$ cat src/verilog/l1_dcache_defs.svh
`ifndef L1_DCACHE_DEFS_SVH
`define L1_DCACHE_DEFS_SVH

// cache geometry, 64 sets of one 64-byte line each
`define L1_SETS 64
`define L1_INDEX_BITS 6

// byte offset within a line
`define L1_OFFSET_BITS 6
`define L1_TAG_BITS 20

`define L1_LINE_BITS 512
`define L1_WORDS 16
`define L1_WORD_BITS 32

`endif

$ cat src/verilog/l1_dcache_pkg.sv
`default_nettype none
`include "l1_dcache_defs.svh"

package l1_dcache_pkg;

        // tag | index | word select | byte offset
        typedef struct packed {
                logic [`L1_TAG_BITS-1:0] tag;
                logic [`L1_INDEX_BITS-1:0] index;
                logic [`L1_OFFSET_BITS-3:0] word_sel;
                logic [1:0] byte_off;
        } l1_addr_s;

        typedef union packed {
                logic [`L1_WORD_BITS-1:0] raw;
                l1_addr_s f;
        } l1_addr_u;

        typedef enum logic [2:0] {
                IDLE, LOOKUP, READ_OUT, REFILL_REQ,
                REFILL_DONE, WRITE_REQ, WRITE_DONE, RESPOND
        } l1_state_e;

endpackage

`default_nettype wire

$ cat src/verilog/l1_array_if.sv
`timescale 1ns/100ps
`default_nettype none
`include "l1_dcache_defs.svh"

interface l1_array_if;
        logic [`L1_INDEX_BITS-1:0] index;
        logic [`L1_OFFSET_BITS-3:0] word_sel;
        logic [`L1_TAG_BITS-1:0] lookup_tag;

        // single-cycle write strobes
        logic refill;
        logic update;

        logic [`L1_LINE_BITS-1:0] line_in;
        logic [`L1_WORD_BITS-1:0] word_in;
        logic [`L1_WORD_BITS-1:0] word_out;
        logic hit;

        modport ctrl (output index, word_sel, lookup_tag, refill, update, line_in, word_in,
                      input word_out, hit);

        modport data (input index, word_sel, refill, update, line_in, word_in,
                      output word_out);

        modport tag (input index, lookup_tag, refill,
                     output hit);
endinterface

`default_nettype wire

$ cat src/verilog/l1_d_controller.sv
`timescale 1ns/100ps
`default_nettype none
`include "l1_dcache_defs.svh"

module l1_d_controller (
        input wire logic clk,
        input wire logic nrst,

        input wire logic cpu_req,
        input wire logic cpu_we,
        input wire l1_dcache_pkg::l1_addr_u cpu_addr,
        input wire logic [`L1_WORD_BITS-1:0] cpu_wdata,
        output logic cpu_ack,
        output logic [`L1_WORD_BITS-1:0] cpu_rdata,

        output logic l2_req,
        output logic l2_we,
        output logic [`L1_WORD_BITS-1:0] l2_addr,
        output logic [`L1_WORD_BITS-1:0] l2_wdata,
        input wire logic l2_ack,
        input wire logic [`L1_LINE_BITS-1:0] l2_rdata,

        l1_array_if.ctrl arr
);
        import l1_dcache_pkg::*;

        l1_state_e state;
        l1_addr_u req_addr;
        logic req_we;
        logic [`L1_WORD_BITS-1:0] req_wdata;

        // request fields are held from IDLE until the next request
        always_ff @(posedge clk)
        begin
                if (state == IDLE && cpu_req)
                begin
                        req_addr <= cpu_addr;
                        req_we <= cpu_we;
                        req_wdata <= cpu_wdata;
                end
                if (state == READ_OUT)
                begin
                        cpu_rdata <= arr.word_out;
                end
        end

        always_ff @(posedge clk or negedge nrst)
        begin
                if (!nrst)
                begin
                        state <= IDLE;
                        cpu_ack <= 1'b0;
                        l2_req <= 1'b0;
                        l2_we <= 1'b0;
                end
                else
                begin
                        case (state)
                        IDLE:
                                if (cpu_req)
                                        state <= LOOKUP;
                        LOOKUP:
                                if (req_we)
                                begin
                                        state <= WRITE_REQ;
                                        l2_req <= 1'b1;
                                        l2_we <= 1'b1;
                                end
                                else if (arr.hit)
                                begin
                                        state <= READ_OUT;
                                end
                                else
                                begin
                                        state <= REFILL_REQ;
                                        l2_req <= 1'b1;
                                end
                        READ_OUT:
                        begin
                                state <= RESPOND;
                                cpu_ack <= 1'b1;
                        end
                        REFILL_REQ:
                                if (l2_ack)
                                begin
                                        state <= REFILL_DONE;
                                        l2_req <= 1'b0;
                                end
                        // the refilled line goes back through LOOKUP and is read as a hit
                        REFILL_DONE:
                                if (!l2_ack)
                                        state <= LOOKUP;
                        WRITE_REQ:
                                if (l2_ack)
                                begin
                                        state <= WRITE_DONE;
                                        l2_req <= 1'b0;
                                        l2_we <= 1'b0;
                                end
                        WRITE_DONE:
                                if (!l2_ack)
                                begin
                                        state <= RESPOND;
                                        cpu_ack <= 1'b1;
                                end
                        RESPOND:
                                if (!cpu_req)
                                begin
                                        state <= IDLE;
                                        cpu_ack <= 1'b0;
                                end
                        default:
                                state <= IDLE;
                        endcase
                end
        end

        assign arr.index = req_addr.f.index;
        assign arr.word_sel = req_addr.f.word_sel;
        assign arr.lookup_tag = req_addr.f.tag;
        assign arr.line_in = l2_rdata;
        assign arr.word_in = req_wdata;

        // the line is written on the first cycle the L2 ack is seen
        assign arr.refill = (state == REFILL_REQ) && l2_ack;
        assign arr.update = (state == LOOKUP) && req_we && arr.hit;

        // refills fetch the whole line, writes go out at the word address
        assign l2_addr = req_we ? req_addr.raw
                                : {req_addr.f.tag, req_addr.f.index, {`L1_OFFSET_BITS{1'b0}}};
        assign l2_wdata = req_wdata;

        a_cpu_addr_stable: assert property (@(posedge clk) disable iff (!nrst)
                (cpu_req && !cpu_ack) |=> $stable(cpu_addr.raw));

        a_l2_req_held: assert property (@(posedge clk) disable iff (!nrst)
                (l2_req && !l2_ack) |=> l2_req);

endmodule

`default_nettype wire

$ cat src/flat_wrapper.sv
// flat-port wrapper written by rule: the top's interface ports become plain ports
module l1_d_controller_flat import l1_dcache_pkg::*;
  (clk, nrst, cpu_req, cpu_we, cpu_addr, cpu_wdata, cpu_ack, cpu_rdata, l2_req, l2_we, l2_addr, l2_wdata, l2_ack, l2_rdata, arr_index, arr_word_sel, arr_lookup_tag, arr_refill, arr_update, arr_line_in, arr_word_in, arr_word_out, arr_hit);
  l1_array_if arr_i ();
  input wire logic clk;
  input wire logic nrst;
  input wire logic cpu_req;
  input wire logic cpu_we;
  input wire l1_dcache_pkg::l1_addr_u cpu_addr;
  input wire logic [`L1_WORD_BITS-1:0] cpu_wdata;
  output logic cpu_ack;
  output logic [`L1_WORD_BITS-1:0] cpu_rdata;
  output logic l2_req;
  output logic l2_we;
  output logic [`L1_WORD_BITS-1:0] l2_addr;
  output logic [`L1_WORD_BITS-1:0] l2_wdata;
  input wire logic l2_ack;
  input wire logic [`L1_LINE_BITS-1:0] l2_rdata;
  output wire logic [$bits(arr_i.index)-1:0] arr_index;
  output wire logic [$bits(arr_i.word_sel)-1:0] arr_word_sel;
  output wire logic [$bits(arr_i.lookup_tag)-1:0] arr_lookup_tag;
  output wire logic [$bits(arr_i.refill)-1:0] arr_refill;
  output wire logic [$bits(arr_i.update)-1:0] arr_update;
  output wire logic [$bits(arr_i.line_in)-1:0] arr_line_in;
  output wire logic [$bits(arr_i.word_in)-1:0] arr_word_in;
  input wire logic [$bits(arr_i.word_out)-1:0] arr_word_out;
  input wire logic [$bits(arr_i.hit)-1:0] arr_hit;
  assign arr_index = arr_i.index;
  assign arr_word_sel = arr_i.word_sel;
  assign arr_lookup_tag = arr_i.lookup_tag;
  assign arr_refill = arr_i.refill;
  assign arr_update = arr_i.update;
  assign arr_line_in = arr_i.line_in;
  assign arr_word_in = arr_i.word_in;
  assign arr_i.word_out = arr_word_out;
  assign arr_i.hit = arr_hit;
  l1_d_controller u_core (.clk(clk), .nrst(nrst), .cpu_req(cpu_req), .cpu_we(cpu_we), .cpu_addr(cpu_addr), .cpu_wdata(cpu_wdata), .cpu_ack(cpu_ack), .cpu_rdata(cpu_rdata), .l2_req(l2_req), .l2_we(l2_we), .l2_addr(l2_addr), .l2_wdata(l2_wdata), .l2_ack(l2_ack), .l2_rdata(l2_rdata), .arr(arr_i));
endmodule
$ cat config.mk
export PLATFORM = sky130hd
export DESIGN_NAME = l1_d_controller_flat
export DESIGN_NICKNAME = d
export VERILOG_FILES = /design/src/verilog/l1_dcache_pkg.sv /design/src/verilog/l1_array_if.sv /design/src/verilog/l1_d_controller.sv /design/src/flat_wrapper.sv
export VERILOG_INCLUDE_DIRS = /design/src /design/src/verilog
export SDC_FILE = /design/constraint.sdc
export NUM_CORES = 1
export LEC_CHECK = 0
export BUFFER_PORTS_ARGS = -buffer_cell sky130_fd_sc_hd__buf_2
export CORE_AREA = 2 2 495 497
export CTS_CLUSTER_SIZE = 25
export DETAILED_ROUTE_END_ITERATION = 16
export DIE_AREA = 0 0 497 499
export GPL_TIMING_DRIVEN = 0
export PLACE_DENSITY_LB_ADDON = 0.1
export SLEW_MARGIN = 5
export SYNTH_ARGS = -nofsm -noshare
export SYNTH_HDL_FRONTEND = slang
export SYNTH_SLANG_ARGS = --single-unit
$ cat constraint.sdc
create_clock -name clk -period 11.1 [get_ports clk]
set_clock_uncertainty 0.15 [all_clocks]
set_input_delay 1.665 -clock clk [delete_from_list [all_inputs] [get_ports clk]]
set_output_delay 1.665 -clock clk [all_outputs]
set_load 0.03 [all_outputs]
==> results of run 1 <==
## worst max-delay path by stage
stage / start / end / slack [ns] / cells past startpoint
2_1_floorplan: cpu_req / u_core.arr.word_in[0]$_DFFE_PP_ / 2.02 / 1
3_3_place_gp: cpu_req / u_core.req_addr[14]$_DFFE_PP_ / -6.92 / 2
3_5_place_dp: l2_ack / arr_refill / 6.84 / 4
4_1_cts: l2_ack / arr_refill / 6.84 / 4
5_1_grt: l2_ack / arr_refill / 6.78 / 4
6_report: l2_ack / arr_refill / 6.90 / 4
## kinds of logic after synthesis
logic type / after synthesis
AO/OA/AOI/OAI: 21
AND/OR/NAND/NOR: 21
flip-flops: 103
buffers and inverters: 608
## registers in the layout (all words and copies together) (netlist names)
register / count
u_core.arr.word_in: 32
u_core.cpu_rdata: 32
u_core.req_addr: 32
u_core.state: 3
u_core.cpu_ack: 1
u_core.l2_req: 1
u_core.l2_we: 1
u_core.req_we: 1
## power by group
group          total, mW  internal (mW)  switching [mW]
logic              0.837          0.289           0.549
registers          0.513          0.482          0.0309
clock network      0.373          0.163           0.210
## per-stage QoR
step	util [%]	total power [mW]	hold slack (ns)
2_1_floorplan	-	1.068	0.4643
3_3_place_gp	6.494	1.384	0.4073
3_5_place_dp	6.555	1.378	0.3774
4_1_cts	6.681	1.782	0.4095
5_1_grt	6.686	1.823	0.4411
6_report	6.705	1.724	0.4112
## placed cells by master (no fill, tap or decap), types with 2 or more instances in the layout
master and n:
diode_2 23, edfxtp_1 97, clkbuf_16 9, nand3_1 2
inv_8 3, nor2_1 2, o21ai_0 6, and2_1 6
buf_6 3, o21ai_1 2, dfrtp_1 6, a21oi_1 7
nand2_1 3, inv_1 3, buf_4 614, a31oi_1 2
nand2b_1 2, buf_2 776
## routing by layer
layer / vias up / global-route usage (%) / share of wire [%]
met5: - / 0 / 0.32
met2: 818 / 14.34 / 51
met3: 238 / 4.073 / 13
met1: 3509 / 7.830 / 33
met4: 52 / 1.529 / 2.8
li1: 3426 / - / -
## worst max-delay path: stages
cell and delay, ns:
buf_2 0.17, nand2_1 0.13, nor2_1 0.17, buf_2 0.25
## final cells by class
type                            instances  area share (%)
Sequential cell                       103           18.83
Tap cell                             3202           24.63
Timing Repair Buffer                  790           24.70
Buffer                                604           27.90
Clock buffer                            9           1.385
Antenna cell                           23          0.3539
Clock inverter                          7          0.5078
Multi-Input combinational cell         42           1.593
Inverter                                4         0.09232
==> results.txt, run 1 <==
Post-DRT Antenna Nets - 0
Most frequent cell after synthesis - buf_4
Worst R2R End - u_core.arr.word_in[13]$_DFFE_PP_
Clock Path Buffers - 2
Post-Synthesis Cells - 753
Cell row count - 181
Final Critical Period - 4.202 ns
Setup ws final - 6.898 ns
Post-synthesis sequential area ratio - 38.96%
XOR/XNOR Fraction of Synth Area - 0%
Post-DP Area - 0.01590 mm²
Critical Path Sink Type - output port
Die Height - 499 µm
Tot GR Track Use - 7.817%
Final Max Tran Viols - 0
Worst EP arrival - 2.39 ns
Pwr per Cell Area - 106.0 mW/mm²
FF+latch count, synth - 103
Hold EP - u_core.l2_we$_DFFE_PN0P_
Clock sink total - 103
Worst-Margin Slew - 0.7268 ns
Simple logic cell fraction of the synthesized area - 1.496%
Initial core utilization - 3.241%
RePlAce Congestion - 0.7839
FF/Latch Area - 0.003063 mm²
Hold Crit Class - reg2reg
Footprint of the multi-input gates - 259.0 µm²
Syn_area_per_cell - 10.44 µm²
Post-synth top area share - 57.58%
CP max FO - 7
Synth Cell Area - 0.007861 mm²
Layout cells sized above 1 - 90.70%
Core area - 0.2425 mm²
CTS tree - done
Pleak - 7.239 nW
Die area - 0.2480 mm²
Final #Nets - 2168
Drt drc - 0
Final Instance Area - 0.01626 mm²
Crit Path Class - in2out
Inserted Clock Buffers - 9
First-pass GRT wire length - 118.8 mm
Postcts setup bufs - 0
Yosys cell types - 24
Vias per std cell - 1.681
Startpoint types - input port
Largest cells by area after synthesis - buf_4 58%, edfxtp_1 37%, dfrtp_1 1.9%
Adder-cell share of the synthesized area - 0%
Max Fclk - 238.0 MHz
Worst vdd ir - 0.1482 mV
Initial antenna violation count - 143
Synth Area in Compound Gates - 1.623%
Detailed Route WL - 102.0 mm
Cells on worst reg2reg path - 9
Crit path required time - 9.29 ns
Ys async rst share - 5.825%
CTS Hold Bufs - 0
P&R area growth vs syn - 106.9%
Fill count - 28670
CTS Root Cell - clkbuf_16
Post-synth net total - 1367
Mux share of post-synthesis cell area - 0%
Rel. slew slack - 51.43%
Final Setup Violations - 0
Iter 0 DRT Violations - 238
Final period util - 37.86%
Die W - 497 µm
Ys Warns - 0
Setup TNS - 0 ns
Worst skew pair latency - 0.42 ns
Inst Count DP - 4745
Worst hold stages - 2
Min-delay src - u_core.l2_we$_DFFE_PN0P_
Top post-synthesis cells by count - 603 x buf_4, 97 x edfxtp_1, 7 x a21oi_1
Clock-pin slew on the worst setup and hold paths - 0.10 ns
I/O Buffers - 776
Max-cap violations - 0
Via count - 8043
Status - finished, final reports clean
Avg WL per Cell - 21.33 µm
Post_cts resized - 0
Primary FF master, synth - edfxtp_1
Pre-antenna DRT Iters - 4
FF-to-FF Start - u_core.state[2]$_DFFE_PN0P_
HPWL Detailed - 98.05 mm
Worst R2R Setup Slack - 8.11 ns
Largest net degree at the start of global routing - 22
Total global routing overflow - 0
Io pins - 1289
Pre-CTS WS - 6.841 ns
Unrepaired setup endpoints after global routing - false
Non-filler cells, final - 4784
Post-synth EDFFs - 97
Largest family of logic cells by synthesized area - buffers and inverters
H-tree depth - 3
Number of global-route vias before repair - 8124
Top cell type by total area after synthesis - buf_4
Final hold vios - 0
Note: power is estimated with default switching activity, not from simulation.
==> inputs of run 2 (changes only) <==
ABC_AREA = 1   (was not set)
CORE_AREA = 2 2 496 498   (was 2 2 495 497)
DIE_AREA = 0 0 498 500   (was 0 0 497 499)
clock period = 3.49 ns   (was 11.1 ns; I/O delays follow)
==> run 2 against run 1 <==
Against the previous run:
- die area up 0.40%
- final cell count is 0.77% higher
- largest power group unchanged
- clock power increased to 3.1 times the previous value
- register-to-register slack got worse by 6.9 ns
- sequential cell count unchanged
==> results.txt, run 2 <==
Post-synth net total - 1391 (+1.8%)
Worst hold stages - 1 (-1)
Die area - 0.2490 mm² (+0.40%)
Pwr per Cell Area - 370.1 mW/mm² (+250%)
Final Setup Violations - 0 (unchanged)
Status - finished, final reports clean
Final Instance Area - 0.01635 mm² (+0.52%)
Die W - 498 µm (+0.20%)
CTS Root Cell - clkbuf_16
Post_cts resized - 0 (unchanged)
Crit path required time - 2.82 ns (-6.47 ns)
Post-DP Area - 0.01598 mm² (+0.52%)
Tot GR Track Use - 7.907% (+0.090 points)
Largest cells by area after synthesis - buf_4 57%, edfxtp_1 37%, dfrtp_1 1.9%
Cells on worst reg2reg path - 7 (-2)
Io pins - 1289 (unchanged)
Primary FF master, synth - edfxtp_1
Top delay family on crit path - buffers and inverters
Pre-antenna DRT Iters - 4 (unchanged)
CTS tree - done
Most common cell after layout, fill and taps aside - buf_2
Post-DRT Antenna Nets - 0 (unchanged)
Yosys cell types - 19 (-21%)
Top post-synthesis cells by count - 600 x buf_4, 97 x edfxtp_1, 28 x nand2_1, 10 x inv_1
Hold EP - u_core.req_addr[3]$_DFFE_PP_
Ys Warns - 0 (unchanged)
Most frequent cell after synthesis - buf_4
Cell row count - 182 (+0.55%)
Clock Path Buffers - 2 (unchanged)
Initial core utilization - 3.260% (+0.019 points)
Layout cells sized above 1 - 89.90% (-0.80 points)
First-pass GRT wire length - 120.1 mm (+1.1%)
Final Max Tran Viols - 0 (unchanged)
Total global routing overflow - 0 (unchanged)
Drt drc - 0 (unchanged)
Final Critical Period - 2.274 ns
Worst skew pair latency - 0.42 ns (about the same)
Worst vdd ir - 0.2457 mV (+66%)
Post-synth top area share - 56.55% (-1.0 points)
Final period util - 65.16%
Core area - 0.2443 mm² (+0.74%)
Via count - 8193 (+1.9%)
Unrepaired setup endpoints after global routing - false
I/O Buffers - 776 (unchanged)
Total power - 6.051 mW (+250%)
Worst-Margin Slew - 0.6040 ns (-0.1228 ns)
Post-synth EDFFs - 97 (unchanged)
Clock-pin slew on the worst setup and hold paths - 0.10 ns (about the same)
Worst path slowest cell - dfrtp_1
Number of global-route vias before repair - 8339 (+2.6%)
Iter 0 DRT Violations - 275 (+16%)
Max Fclk - 439.8 MHz
CP max FO - 9 (+2)
Crit Path Class - reg2out
H-tree depth - 3 (unchanged)
Synth Cell Area - 0.007965 mm² (+1.3%)
Hold Crit Class - in2reg
Initial antenna violation count - 150 (+4.9%)
P&R area growth vs syn - 105.2%
Min-delay src - cpu_addr[3]
Vias per std cell - 1.699 (+1.1%)
Cell Chain, Critical Path - buf_6 -> nand2_2 -> nor3_1 -> buf_2
Avg WL per Cell - 21.52 µm (+0.89%)
FF+latch count, synth - 103 (unchanged)
Post-synthesis sequential area ratio - 38.45% (-0.51 points)
Die Height - 500 µm (+0.20%)
Post-Synthesis Cells - 777 (+3.2%)
Inserted Clock Buffers - 9 (unchanged)
Biggest cell delay along the critical path - 0.35 ns (+0.10 ns)
RePlAce Congestion - 0.7645 (-2.5%)
Most frequent cells in the layout - 777 x buf_2, 600 x buf_4, 97 x edfxtp_1, 28 x nand2_1, 10 x inv_1
Worst Path Buf+Inv - 2 (unchanged)
Pleak - 7.324 nW (+1.2%)
Syn_area_per_cell - 10.25 µm² (-1.8%)
Rel. slew slack - 59.63% (+8.2 points)
FF-to-FF Start - u_core.state[1]$_DFFE_PN0P_
HPWL Detailed - 99.46 mm (+1.4%)
Worst EP arrival - 1.60 ns (-0.79 ns)
Clock sink total - 103 (unchanged)
Ys async rst share - 5.825% (unchanged)
Worst R2R Setup Slack - 1.25 ns (-6.86 ns)
Critical Path Sink Type - output port
Top cell type by total area after synthesis - buf_4
Largest net degree at the start of global routing - 22 (unchanged)
CTS Hold Bufs - 1 (+1)
Max-cap violations - 0 (unchanged)
Final hold vios - 0 (unchanged)
Final #Nets - 2183 (+0.69%)
Detailed Route WL - 103.7 mm (+1.7%)
Postcts setup bufs - 0 (unchanged)
Worst R2R End - u_core.arr.word_in[28]$_DFFE_PP_
Startpoint types - flop
-- run 2: cell type report --
class / instances / area [µm²]
fillers: 28870 / 228000
plain buffers: 604 / 4543
well taps: 3220 / 4029
repair buffers: 781 / 3981
flip-flops and latches: 103 / 3063
multi-input cells: 57 / 317.8
clock buffers: 11 / 232.7
diodes: 27 / 67.56
clock inverters: 5 / 57.56
inverters: 13 / 56.30
-- run 2: kinds of logic (layout without fill, tap and decap cells) --
family	count (synthesis)	in the layout	synth area share, %
buffers and inverters	617	1414	57.74
DFF	103	103	38.45
and+or+nand+nor	53	53	3.519
AOI/OAI and AO/OA	4	4	0.2827
other	0	27	0
-- run 2: power by group --
group          switching, mW  leakage, nW  internal, mW
clock                  0.592        0.134         0.559
combinational           2.14         6.24          1.08
sequential            0.0822        0.952          1.60
-- run 2: metrics by stage --
stage | utilization, % | hold slack, ns | std cells | worst slack, ns | setup TNS (ns)
CTS | 6.663 | 0.05766 | 4794 | 1.096 | 0
floorplan | - | 0.07791 | 777 | 0.5678 | 0
detailed placement | 6.540 | 0.2494 | 4777 | 1.136 | 0
global route | 6.670 | 0.08450 | 4801 | 1.078 | 0
finish | 6.691 | 0.1150 | 4821 | 1.216 | 0
global placement | 6.499 | 0.2475 | 4773 | -1.621 | -125.54
-- run 2: worst max-delay path by stage --
stage | slack [ns] | from | endpoint | cells after the start
2_1_floorplan | 0.57 | u_core.state[1]$_DFFE_PN0P_ | u_core.arr.word_in[0]$_DFFE_PP_ | 4
3_5_place_dp | 1.14 | cpu_req | u_core.req_addr[28]$_DFFE_PP_ | 6
5_1_grt | 1.08 | u_core.state[2]$_DFFE_PN0P_ | u_core.arr.word_in[28]$_DFFE_PP_ | 7
3_3_place_gp | -1.62 | cpu_req | u_core.req_addr[28]$_DFFE_PP_ | 3
4_1_cts | 1.10 | u_core.state[1]$_DFFE_PN0P_ | arr_refill | 4
6_report | 1.22 | u_core.state[0]$_DFFE_PN0P_ | arr_refill | 4
-- run 2: per-layer routing --
layer	up-vias	track usage [%]	part of all wire [%]
li1	3458	-	-
met1	3581	7.415	32
met2	831	15.28	54
met3	269	3.876	11
met4	54	1.640	2.5
met5	-	0	0.34
